## src/rtl/bp_pkg.sv

```systemverilog
// shared counter type, counter update rule and default sizes, imported by the predictor blocks
`default_nettype none

package bp_pkg;

  // 2-bit saturating counter, upper bit is the predicted direction
  typedef logic [1:0] ctr_t;

  // default history and table index width
  localparam int DEF_HIST_W = 14;

  // default number of pending predictions
  localparam int DEF_QUEUE_DEPTH = 8;

  // counter field width inside a prediction tag
  localparam int TAG_CTR_W = 2;

  // one step toward 3 on taken, toward 0 on not taken
  function automatic ctr_t ctr_next(input ctr_t ctr, input logic taken);
    ctr_t nxt;
    if (taken) begin
      if (ctr == 2'b11) begin
        nxt = ctr;
      end else begin
        nxt = ctr + 2'b01;
      end
    end else begin
      if (ctr == 2'b00) begin
        nxt = ctr;
      end else begin
        nxt = ctr - 2'b01;
      end
    end
    return nxt;
  endfunction

endpackage

`default_nettype wire

```

## src/rtl/pred_queue.sv

```systemverilog
// in-order queue of pending prediction tags, head is the oldest unretired branch, emptied on flush
`timescale 1ns/100ps
`default_nettype none

module pred_queue #(
  parameter int queue_depth = bp_pkg::DEF_QUEUE_DEPTH,
  parameter int hist_w      = bp_pkg::DEF_HIST_W
) (
  input  wire                                  clk,
  input  wire                                  rst,
  input  wire                                  push,
  input  wire [bp_pkg::TAG_CTR_W+hist_w-1:0]   push_tag,
  input  wire                                  pop,
  input  wire                                  flush,
  output logic [bp_pkg::TAG_CTR_W+hist_w-1:0]  head_tag,
  output logic                                 empty,
  output logic                                 full
);
  import bp_pkg::*;

  localparam int tag_w = TAG_CTR_W + hist_w;
  localparam int ptr_w = (queue_depth > 1) ? $clog2(queue_depth) : 1;
  localparam int cnt_w = $clog2(queue_depth + 1);

  logic [tag_w-1:0] slots [queue_depth];
  logic [ptr_w-1:0] rd_ptr;
  logic [ptr_w-1:0] wr_ptr;
  logic [cnt_w-1:0] count;
  logic             at_cap;
  logic             do_push;
  logic             do_pop;

  function automatic logic [ptr_w-1:0] ptr_inc(input logic [ptr_w-1:0] ptr);
    if (ptr == ptr_w'(queue_depth - 1)) begin
      return '0;
    end
    return ptr + 1'b1;
  endfunction

  assign at_cap  = (count == cnt_w'(queue_depth));
  assign empty   = (count == '0);
  assign do_pop  = pop & ~empty;
  assign do_push = push & ~flush & (~at_cap | do_pop);

  // also high while the last free slot is being filled, since a request is
  // already in flight one cycle ahead of its push
  assign full = at_cap | ((count == cnt_w'(queue_depth - 1)) & push);

  assign head_tag = slots[rd_ptr];

  always_ff @(posedge clk) begin
    if (rst || flush) begin
      rd_ptr <= '0;
      wr_ptr <= '0;
      count  <= '0;
    end else begin
      if (do_push) begin
        wr_ptr <= ptr_inc(wr_ptr);
      end
      if (do_pop) begin
        rd_ptr <= ptr_inc(rd_ptr);
      end
      if (do_push && !do_pop) begin
        count <= count + 1'b1;
      end else if (do_pop && !do_push) begin
        count <= count - 1'b1;
      end
    end
  end

  always_ff @(posedge clk) begin
    if (do_push) begin
      slots[wr_ptr] <= push_tag;
    end
  end

endmodule

`default_nettype wire

```

## config.mk

```make
export PLATFORM = sky130hd
export DESIGN_NAME = pred_queue
export DESIGN_NICKNAME = d
export VERILOG_FILES = /design/src/rtl/bp_pkg.sv /design/src/rtl/pred_queue.sv
export SDC_FILE = /design/constraint.sdc
export NUM_CORES = 1
export LEC_CHECK = 0
export BUFFER_PORTS_ARGS = -buffer_cell sky130_fd_sc_hd__buf_2
export CAP_MARGIN = 20
export CORE_MARGIN = 1.5
export CORE_UTILIZATION = 45
export DETAILED_ROUTE_END_ITERATION = 10
export PLACE_DENSITY = 0.72
export SETUP_SLACK_MARGIN = 0.4
export SLEW_MARGIN = 25
export SYNTH_ARGS = -nofsm -noshare
export SYNTH_HDL_FRONTEND = slang
export SYNTH_SLANG_ARGS = --single-unit
```

## constraint.sdc

```tcl
create_clock -name clk -period 3.12 [get_ports clk]
set_input_delay 0.312 -clock clk [delete_from_list [all_inputs] [get_ports clk]]
set_output_delay 0.312 -clock clk [all_outputs]
set_load 0.02 [all_outputs]
```

* Yosys cells after proc, flatten, opt, wreduce, memory -nomap -nowiden
Memory sizes are Yosys's and may differ from the RTL's. A register that Yosys moved wholly into a read port is not among the register bits. Cells that the tools add are included.
Storage, ports and cells: register bits after elaboration 10, memory bits (writable) 128, word-level logic and storage cells 44, memories 1
Memory list:
- slots | depth 8, bits a word 16, rd ports 1, clocked after Yosys merged registers in 1, wr ports 1, RTL line pred_queue.sv:25 | logic [tag_w-1:0] slots [queue_depth];
Operators by class: add/sub/neg operators 4, equal/unequal tests 4, muxes and demuxes 16, bitwise logic cells 9, reductions and logical operators 7
Operators by type and width (count):
- $mux 3 | 6
- $mux 1 | 8
- $mux 4 | 2
- $add 3x1->3 const B | 2
- $eq 3x3->1 const B | 2
- $add 4x1->4 const B | 1
- $and 1x1->1 | 4
- $eq 4x3->1 const B | 1
- $eq 4x4->1 const B | 1
- $logic_not 4->1 | 1
- $sub 4x1->4 const B | 1
- $not 1->1 | 3
- $logic_and 1x1->1 | 2
- $logic_not 1->1 | 2
- $or 1x1->1 | 2
- $reduce_bool 2->1 | 1
- $logic_or 1x1->1 | 1

* Logic depth before layout (Yosys ltp)
Gate-level depths: netlist of run 1.
depth in word-level cells 9, gate-level depth with buffers 10, mapped depth without buffers 10

* Least setup slack after synthesis of run 1
OpenSTA, ideal clock, no wires.
path kind register to register, from reg count[0], to mem slots[4][0] (netlist bit), enable pin, library setup time 436 ps, data arrival time 2537 ps, setup slack 147 ps, cell stages (with the launch flop) 4, cell sequence dfxtp_1 -> or4b_4 -> o21ai_4 -> nor4b_1
On the way: longest elaborated chain between the ends 7, elaborated cells between the ends (all ways) 9, classes of those cells eq/ne (1); mux (2); bitwise (5); reduce/logical (1)
RTL lines:
- start, declared | RTL line pred_queue.sv:28 | logic [cnt_w-1:0] count;
- start signal, assigned | RTL line pred_queue.sv:64 | count <= count + 1'b1;
- start signal, assigned | RTL line pred_queue.sv:66 | count <= count - 1'b1;
- $logic_not 4->1 | RTL line pred_queue.sv:41 | assign empty = (count == '0);
- $not 1->1 | RTL line pred_queue.sv:42 | assign do_pop = pop & ~empty;
- $and 1x1->1 | RTL line pred_queue.sv:42
- $or 1x1->1 * | RTL line pred_queue.sv:43 | assign do_push = push & ~flush & (~at_cap | do_pop);
- $and 1x1->1 * | RTL line pred_queue.sv:43
- $mux 1 * | RTL line pred_queue.sv:72 | if (do_push) begin
- $mux 1 (not written as such) * | RTL line pred_queue.sv:73 | slots[wr_ptr] <= push_tag;
- end, declared | RTL line pred_queue.sv:25
Every way passes the cells marked *; elsewhere a longest branch is shown, timed or not.

* Worst setup path in the final report of run 1
from reg count[2], to reg count[3]
On the way: longest elaborated chain between the ends 8, elaborated cells between the ends (all ways) 16, classes of those cells add/sub (2); eq/ne (1); mux (2); bitwise (5); reduce/logical (6)
RTL lines:
- $logic_not 4->1 | RTL line pred_queue.sv:41
- $not 1->1 | RTL line pred_queue.sv:42
- $and 1x1->1 | RTL line pred_queue.sv:42
- $or 1x1->1 * | RTL line pred_queue.sv:43
- $and 1x1->1 * | RTL line pred_queue.sv:43
- net do_push | RTL line pred_queue.sv:30 | logic do_push;
- $logic_not 1->1 | RTL line pred_queue.sv:65 | end else if (do_pop && !do_push) begin
- $logic_and 1x1->1 | RTL line pred_queue.sv:65
- $reduce_bool 2->1 (no source line)
Mark *: on every way through the listed nets, which the timed path passes. The rest lies on a longest branch. The select of a mux whose other input is x is not followed. A chain may end at the register's enable or synchronous reset.

==> results of run 1 <==
critical path, cell delays in order, from the launching register on:
cell      delay, ns
dfxtp_1        0.39
or4b_4         0.56
o21ai_4        0.17
inv_2          0.08
ha_1           0.22
inv_1          0.14
ha_1           0.22
nand3_1        0.12
a211o_1        0.29
a211oi_1       0.21
a31o_2         0.14
synth_stat cells, types with 4 or more instances:
cell      count  share of area
ha_1          7          0.016
buf_2         4         0.0036
mux2i_1       4         0.0073
dfxtp_1      13          0.047
nand2_1       5         0.0034
edfxtp_1    128           0.70
clkbuf_1      7         0.0048
nor2_1       12         0.0082
mux2_2       16          0.033
a21oi_1       5         0.0045
nor3_1        4         0.0036
mux4_2       32           0.13
power by group through the flow:
stage          Sequential, mW  Clock (mW)  Combinational, mW
6_report                 2.10        2.16              0.241
4_1_cts                  2.10        2.20              0.244
3_5_place_dp             2.14           0              0.241
2_1_floorplan            2.13           0              0.162
5_1_grt                  2.10        2.28              0.265
3_3_place_gp             2.13           0              0.232
kinds of logic (layout without fill, tap and decap cells):
logic type,count (synthesis),in the layout,synth area share
adder cells (fa/ha/maj),8,8,0.01954
flip-flops,141,141,0.7453
AO/OA/AOI/OAI,11,11,0.01795
XOR/XNOR,2,2,0.003182
AND/OR/NAND/NOR,34,34,0.03204
buffers and inverters,15,87,0.01113
multiplexers,52,52,0.1709
flip-flops by register name, summed over array words and instances (netlist names), named ones only:
signal	count
wr_ptr	3
rd_ptr	3
slots	128
count	4
cell usage in the layout, fill, tap and decap left out, drive strengths merged, types with 5 or more instances in the layout:
| cell | synthesis | final |
|---|---|---|
| a21oi | 5 | 5 |
| buf | 5 | 52 |
| bufinv | 0 | 5 |
| clkbuf | 7 | 18 |
| dfxtp | 13 | 13 |
| edfxtp | 128 | 128 |
| ha | 7 | 7 |
| inv | 3 | 5 |
| mux2 | 16 | 16 |
| mux4 | 32 | 32 |
| nand2 | 5 | 5 |
| nor2 | 12 | 12 |
final cells by class:
cell class	instances	area share
clock buffer	18	0.06447
clock inverter	14	0.03252
inverter	3	0.001692
multi-input combinational	107	0.2103
sequential	141	0.6171
tap	147	0.02763
timing repair buffer	52	0.04624
worst max-delay path by stage:
stage | startpoint | endpoint | slack, ns
6_report | count[2] | count[3] | 0.53
5_1_grt | count[2] | count[3] | 0.43
4_1_cts | count[1] | count[3] | 0.48
3_5_place_dp | count[1] | count[3] | 0.35
3_3_place_gp | count[1] | count[3] | 0.43
2_1_floorplan | count[0] | slots[6][0] | 0.48
routing by layer:
metal,vias up,part of all wire,track usage
met5,-,0,0
met4,0,0.011,0.05750
met3,11,0.043,0.05845
met2,47,0.52,0.2739
met1,1362,0.43,0.2049
li1,1206,-,-
repair_timing:
| action | CTS | global route |
|---|---|---|
| setup buffers | 1 | 0 |
| setup endpoints to repair | 1 | 1 |
| pin swaps | 1 | 0 |
| resized for setup | 0 | 3 |
==> impl_metrics.yaml, run 1 <==
status:
  status: "finished, final reports clean"
timing:
  worst_pin_slew_ns: 0.8024
  slew_viol_final: 0
  finalWorstSetupSlack_ns: 0.5327
  hold_ws_ns: 0.1735
  max_slew_margin: 0.4621
  skew_ns: 0.006375
  setup_viol: 0
  min_period_ns: 2.587
  setup_tns_ns: 0
  max_freq_ghz: 0.3865
  period_share: 0.8293
  rsz0062_at_grt: "false"
  hold_violations: 0
placed_design:
  placedCellCount: 449
  dp_slack_ns: 0.3536
  dp_hpwl_mm: 5.677
  gpl.final_weighted_congestion: 0.6993
  dpl_cell_area_um2: 5997
  port_buffers: 38
drt:
  antenna_left: 0
  drt_iter0_markers: 214
  routedWlPerCell_um: 20.21
  vias_per_cell: 5.448
  wl_mm: 9.741
  drc_errors: 0
  num_vias: 2626
  first_pass_iters: 4
synth:
  syn_area_um2: 5507
  avgSynthCellArea_um2: 20.94
  yosys.cell_types.count: 32
  synth_flop_cell: "edfxtp_1"
  yosysWarnings: 0
  ys_seq_elements: 141
  synthCells: 263
  async_flop_share: 0
  ys_seq_area_frac: 0.7453
  synth_nets: 292
  synth_edf_count: 128
floorplanning:
  die_w_um: 113.6
  initial_core_util: 0.4604
  rows: 40
  pin_count: 39
  core_um2: 11960
  die_area_um2: 12910
  die_y_um: 113.6
global_routing:
  grt_max_degree: 33
  grt_pass1_wl_mm: 15.20
  grt_overflow: 0
  grt_pass1_vias: 2853
  grtUsageTotal: 0.1659
  antenna_found_initial: 0
cts:
  cts_max_level: 4
  cts_root_buf: "clkbuf_16"
  cts_hold_buf: 0
  ctsLongestPathBuffers: 2
  cts_tree: "built"
  numCtsBuffers: 17
  clock_latency_ns: 0.41
  clkTransAtPathRegs_ns: 0.06
  cts.sinks: 141
final_layout:
  antenna_cells: 0
  seq_area_um2: 4108
  utilization: 0.5565
  layout-drive-gt1-share: 0.4448
  fillCellCount: 903
  final_area_um2: 6656
  multi_input_comb_area_um2: 1400
  syn_to_final_growth_pct: 20.88
  instances_no_fill: 482
  fin_nets: 351
power_and_ir_drop:
  swShare: 0.1983
  peakVddDrop_mv: 0.3840
  seqPwrFrac: 0.466
  clockPowerShare: 0.481
  p_int_mw: 3.610
  comb_power_share: 0.054
  p_total_mw: 4.503
  p_leak_nw: 2.213
  p_sw_mw: 0.8931
  power.density_nw_per_um2: 676.5
min_path:
  worstHoldEndpoint: "slots[3][13]"
  hp-class: "input port to flip-flop"
  hold_depth: 1
  hold_start: "push_tag[13]"
setup_path:
  worst-path-max-fanout: 6
  cp.required_ns: 3.47
  critPathLaunchType: "flip-flop"
  timing.rr.start: "count[2]"
  r2r_slack_ns: 0.53
  endpoint_kind: "flip-flop"
  arrival_ns: 2.94
  r2r_end: "count[3]"
  crit_type: "flip-flop to flip-flop"
  reg2reg_depth: 10
job:
  drv_cap: 0
Power figures use the tool's default switching activity.
==> run 2: changes to the inputs <==
- ABC_AREA: default -> 1
- clock period: 3.12 -> 2.3 ns (I/O delays scaled with it)
==> run 2 against run 1 <==
Global-route usage rose by 3.2 points. Via count rose by 57%. Setup slack got worse by 0.17 ns. Clock skew grew 0.00068 ns. Critical path depth is 1 lower. Clock-buffer cell count is 1 higher. Area after synthesis is 6.2% higher. Critical path type is now flip-flop to primary output. Register-to-register slack got worse by 0.14 ns.
==> impl_metrics.yaml, run 2 <==
synth:
  async_flop_share: 0
  ys_top_cells_by_area: "edfxtp_1 (66%), nor2_1 (10%), nand2_1 (6.6%), o21ai_1 (5.2%), dfxtp_1 (4.4%)"
  yosys.cell_types.count: 20
  synthCells: 536
  netlist_top_cells_count: "nor2_1 (156), edfxtp_1 (128), nand2_1 (103), o21ai_1 (61), inv_1 (20)"
  synth_top_area_frac: 0.6571
  syn_area_um2: 5849
  avgSynthCellArea_um2: 10.91
  synth_top_cell_by_area: "edfxtp_1"
  synth_nets: 565
  yosysWarnings: 0
  ys_seq_area_frac: 0.7016
  synth_flop_cell: "edfxtp_1"
  ys_seq_elements: 141
  post-synth-top-count-cell: "nor2_1"
  synth_edf_count: 128
floorplanning:
  die_y_um: 117.0
  rows: 41
  die_w_um: 117.0
  initial_core_util: 0.4616
  die_area_um2: 13690
  core_um2: 12670
  pin_count: 39
final_layout:
  top_register: "slots"
  fillCellCount: 976
  antenna_cells: 0
  utilization: 0.5955
  largest_registers: "slots x128, count x4"
  instances_no_fill: 795
  layout_common_cells: "nor2_1 (128), edfxtp_1 (128), nand2_1 (94)"
  fin_nets: 639
  layout-drive-gt1-share: 0.2600
  syn_to_final_growth_pct: 29.01
  largest_reg_flops: 128
timing:
  worst_pin_slew_ns: 0.7354
  hold_ws_ns: 0.07768
  finalWorstSetupSlack_ns: 0.3634
  max_slew_margin: 0.5092
  min_period_ns: 1.937
  period_share: 0.8420
  setup_viol: 0
  setup_tns_ns: 0
  hold_violations: 0
  slew_viol_final: 0
  skew_ns: 0.007057
  rsz0062_at_grt: "true"
  max_freq_ghz: 0.5164
status:
  status: "finished, final reports clean"
cts:
  cts.sinks: 141
  cts_root_buf: "clkbuf_16"
  ctsLongestPathBuffers: 2
  clkTransAtPathRegs_ns: 0.06
  numCtsBuffers: 17
  clock_latency_ns: 0.41
  cts_hold_buf: 0
  cts_tree: "built"
  cts_max_level: 4
global_routing:
  grt_overflow: 0
  antenna_found_initial: 1
  grt_pass1_vias: 3873
  grtUsageTotal: 0.1979
  grt_max_degree: 33
  grt_pass1_wl_mm: 19.75
drt:
  drt_iter0_markers: 304
  first_pass_iters: 5
  drc_errors: 0
  num_vias: 4124
  antenna_left: 0
  routedWlPerCell_um: 17.37
  wl_mm: 13.81
  vias_per_cell: 5.187
min_path:
  hp-class: "input port to flip-flop"
power_and_ir_drop:
  p_leak_nw: 2.908
  peakVddDrop_mv: 0.4263
  power.density_nw_per_um2: 859.9
setup_path:
  arrival_ns: 1.71
  cp.required_ns: 2.07
  worst-path-max-fanout: 6
  endpoint_kind: "primary output"
  critPathLaunchType: "flip-flop"
  crit_type: "flip-flop to primary output"
placed_design:
  dp_slack_ns: 0.1771
  gpl.final_weighted_congestion: 0.7697
  port_buffers: 38
  dp_hpwl_mm: 7.217
  placedCellCount: 746
job:
  drv_cap: 0
run 2: worst paths after layout:
| path | start | endpoint | slack, ns | cells after the start |
|---|---|---|---|---|
| min reg2reg | rd_ptr[1] | flip-flop | 0.52 | 2 |
| min | push_tag[7] | slots[7][7] | 0.08 | 1 |
| max reg2reg | count[1] | count[3] | 0.39 | 12 |
| max | flip-flop | head_tag[3] | 0.36 | 9 |
run 2: what timing repair did:
item	CTS	global route
endpoints found under the setup margin	18	19
buffers inserted	6	3
pin swaps	4	33
gates cloned	1	7
gates resized for setup	37	80
run 2: stage by stage:
stage	total power, mW	area [um^2]
finish	6.489	7546
global placement	3.427	6277
detailed placement	3.447	6277
CTS	6.379	7093
floorplan	3.277	5854
global route	6.709	7546
run 2: logic make-up (layout without fill, tap and decap cells):
logic type               after synthesis  after routing  share of synthesized area
AND/OR/NAND/NOR                      268            268                     0.1745
flip-flops                           141            141                     0.7016
AO/OA/AOI/OAI                         72             72                    0.06160
buffers and inverters                 45            132                    0.04086
adder cells (fa/ha/maj)                8              8                    0.01840
XOR/XNOR                               2              2                   0.002995
run 2: routing by layer:
layer | vias to the layer above | GRT usage | share of wire
met2 | 132 | 0.3341 | 0.52
met5 | - | 0 | 0.00051
met1 | 2009 | 0.2461 | 0.41
met4 | 2 | 0.06988 | 0.015
met3 | 24 | 0.05561 | 0.056
li1 | 1957 | - | -
run 2: critical path, stage by stage, from the launching register on:
cell        delay (ns)
dfxtp_4           0.36
clkinvlp_4        0.09
buf_12            0.15
clkbuf_16         0.16
nor2_2            0.10
o21ai_1           0.08
nand2_1           0.08
nand2_1           0.06
nand2_2           0.08
buf_6             0.12
run 2: final cells by class:
class	count	area, um^2	share of cell area
clock buffer	19	432.9	0.05737
inverter	22	88.84	0.01177
timing repair buffer	78	778.2	0.1031
multi-input combinational	350	1712	0.2268
sequential	141	4124	0.5465
clock inverter	13	195.2	0.02587
tap	172	215.2	0.02852
run 2: report_power, final:
| group | switching [mW] | leakage (nW) | internal, mW | total (mW) |
|---|---|---|---|---|
| logic | 0.434 | 1.34 | 0.308 | 0.742 |
| clock network | 0.974 | 0.301 | 1.91 | 2.88 |
| registers | 0.0292 | 1.27 | 2.83 | 2.86 |
==> run 3: changes to the inputs <==
- PLACE_DENSITY: 0.72 -> 0.69
- clock period: 2.3 -> 1.85 ns (I/O delays scaled with it)
==> run 3 against run 2 <==
The run now ends with negative setup slack left. Combinational power rose by 47%. Utilization rose by 5.1 points. Sequential cell count did not move. Global-route usage rose by 0.74 points. Highest routed layer is now met4.
==> impl_metrics.yaml, run 3 (same netlist as run 2, synthesis figures left out) <==
global_routing:
  grt_max_degree: 33
  antenna_found_initial: 0
  grt_overflow: 0
  grt_pass1_vias: 3939
  grtUsageTotal: 0.2054
  grt_pass1_wl_mm: 20.18
setup_path:
  r2r_end: "count[3]"
  critPathLaunchType: "flip-flop"
  reg2reg_depth: 12
  cpPeakStageDelay_ns: 0.38
  worst-path-max-fanout: 13
  crit_chain: "buf_12, inv_12, clkbuf_16, o21ai_1, nand2_1, nand2_1, nand2_2, buf_6"
  critical_path.most_common_cell: "nand2_1"
  timing.rr.start: "count[0]"
  arrival_ns: 1.75
  crit_type: "flip-flop to primary output"
  slowest_stage: "dfxtp_4"
  cp.required_ns: 1.66
  endpoint_kind: "primary output"
  r2r_slack_ns: 0.06
timing:
  hold_violations: 0
  rsz0062_at_grt: "true"
  finalWorstSetupSlack_ns: -0.08238
  max_slew_margin: 0.8076
  max_freq_ghz: 0.5175
  min_period_ns: 1.932
  hold_ws_ns: 0.03490
  setup_tns_ns: -0.6114
  period_share: 1.045
  skew_ns: 0.007218
  worst_pin_slew_ns: 0.2881
  slew_viol_final: 0
  setup_viol: 14
final_layout:
  fillCellCount: 922
  fin_nets: 658
  largest_registers: "slots x128, count x4"
  utilization: 0.6462
  layout_common_cells: "edfxtp_1 (128), nor2_1 (116), nand2_1 (90)"
  layout-drive-gt1-share: 0.3505
  syn_to_final_growth_pct: 39.98
  antenna_cells: 0
  largest_reg_flops: 128
  final_common_cell: "edfxtp_1"
  top_register: "slots"
  seq_area_um2: 4121
  multi_input_comb_area_um2: 1932
cts:
  cts_hold_buf: 0
  numCtsBuffers: 17
  cts_root_buf: "clkbuf_16"
  cts_tree: "built"
  clock_latency_ns: 0.42
  clkTransAtPathRegs_ns: 0.06
  ctsLongestPathBuffers: 2
  cts.sinks: 141
  cts_max_level: 4
drt:
  drt_iter0_markers: 313
  vias_per_cell: 5.249
  routedWlPerCell_um: 18.34
  num_vias: 4273
  wl_mm: 14.93
  drc_errors: 0
  antenna_left: 0
  first_pass_iters: 5
floorplanning:
  die_area_um2: 13690
  core_um2: 12670
  rows: 41
  initial_core_util: 0.4616
  die_y_um: 117.0
  die_w_um: 117.0
  pin_count: 39
status:
  violations: "negative setup slack"
  status: "finished, violations left"
min_path:
  worstHoldEndpoint: "slots[0][10]"
  hold_start: "push_tag[10]"
  hold_depth: 1
  hp-class: "input port to flip-flop"
power_and_ir_drop:
  peakVddDrop_mv: 0.5121
  p_leak_nw: 3.129
  power.density_nw_per_um2: 1022
placed_design:
  dp_hpwl_mm: 7.285
  gpl.final_weighted_congestion: 0.8112
  port_buffers: 38
job:
  drv_cap: 0
-- run 3: cell count changes in the layout (fill, tap and decap cells not counted), moves of 7 or more --
cell / delta
o21ai_2: +18
o21ai_1: -16
buf_6: +13
nor2_1: -12
nor2_4: +8
buf_12: +7
buf_4: -7
-- run 3: how the worst max path moves through the flow --
stage | start | end | slack [ns] | depth (start not counted)
after global placement | count[3] | count[3] | 0.09 | 14
after detailed placement | count[3] | count[3] | 0.04 | 14
final | flip-flop | head_tag[3] | -0.08 | 8
after floorplan | count[3] | count[3] | 0.17 | 14
after CTS | flip-flop | head_tag[3] | 0.01 | 8
after global routing | flip-flop | head_tag[0] | -0.19 | 9
-- run 3: power by group --
group | total, mW | internal, mW | switching [mW]
Clock | 3.72 | 2.39 | 1.33
Sequential | 3.55 | 3.52 | 0.0320
Combinational | 1.09 | 0.480 | 0.610
-- run 3: what timing repair did --
action / 4_1_cts / 5_1_grt
gates cloned: 7 / 10
setup endpoints to repair: 148 / 149
gates resized for setup: 111 / 69
buffers inserted: 9 / 9
pin swaps: 21 / 27
-- run 3: layout make-up --
| cell class | count | area share |
|---|---|---|
| clock buffer | 18 | 0.05241 |
| clock inverter | 14 | 0.02644 |
| inverter | 22 | 0.01253 |
| multi-input combinational | 350 | 0.2359 |
| sequential | 141 | 0.5034 |
| tap | 172 | 0.02628 |
| timing repair buffer | 96 | 0.1420 |
| timing repair inverter | 1 | 0.001070 |
-- run 3: layer usage --
layer / vias up / GRT usage / part of all wire / routed length (um)
met5: - / 0 / 0 / 0
met4: 0 / 0.07229 / 0.021 / 319
met3: 27 / 0.05252 / 0.068 / 1021
met2: 167 / 0.3415 / 0.51 / 7686
met1: 2082 / 0.2634 / 0.40 / 5901
li1: 1997 / - / - / -
-- run 3: metrics by stage --
step	setup slack, ns	instances	power, mW	area, um^2
floorplan	0.1720	536	4.110	5937
global placement	0.08585	747	4.324	6455
detailed placement	0.03883	747	4.344	6455
CTS	0.01031	795	8.189	7641
global route	-0.1921	814	8.650	8188
finish	-0.08238	814	8.367	8188
-- run 3: critical path, delay by kind of cell, from the launching register on --
kind                   cells  cell delay, ns
AO/OA/AOI/OAI              1            0.14
flip-flops                 1            0.38
buffers and inverters      4            0.55
AND/OR/NAND/NOR            3            0.24
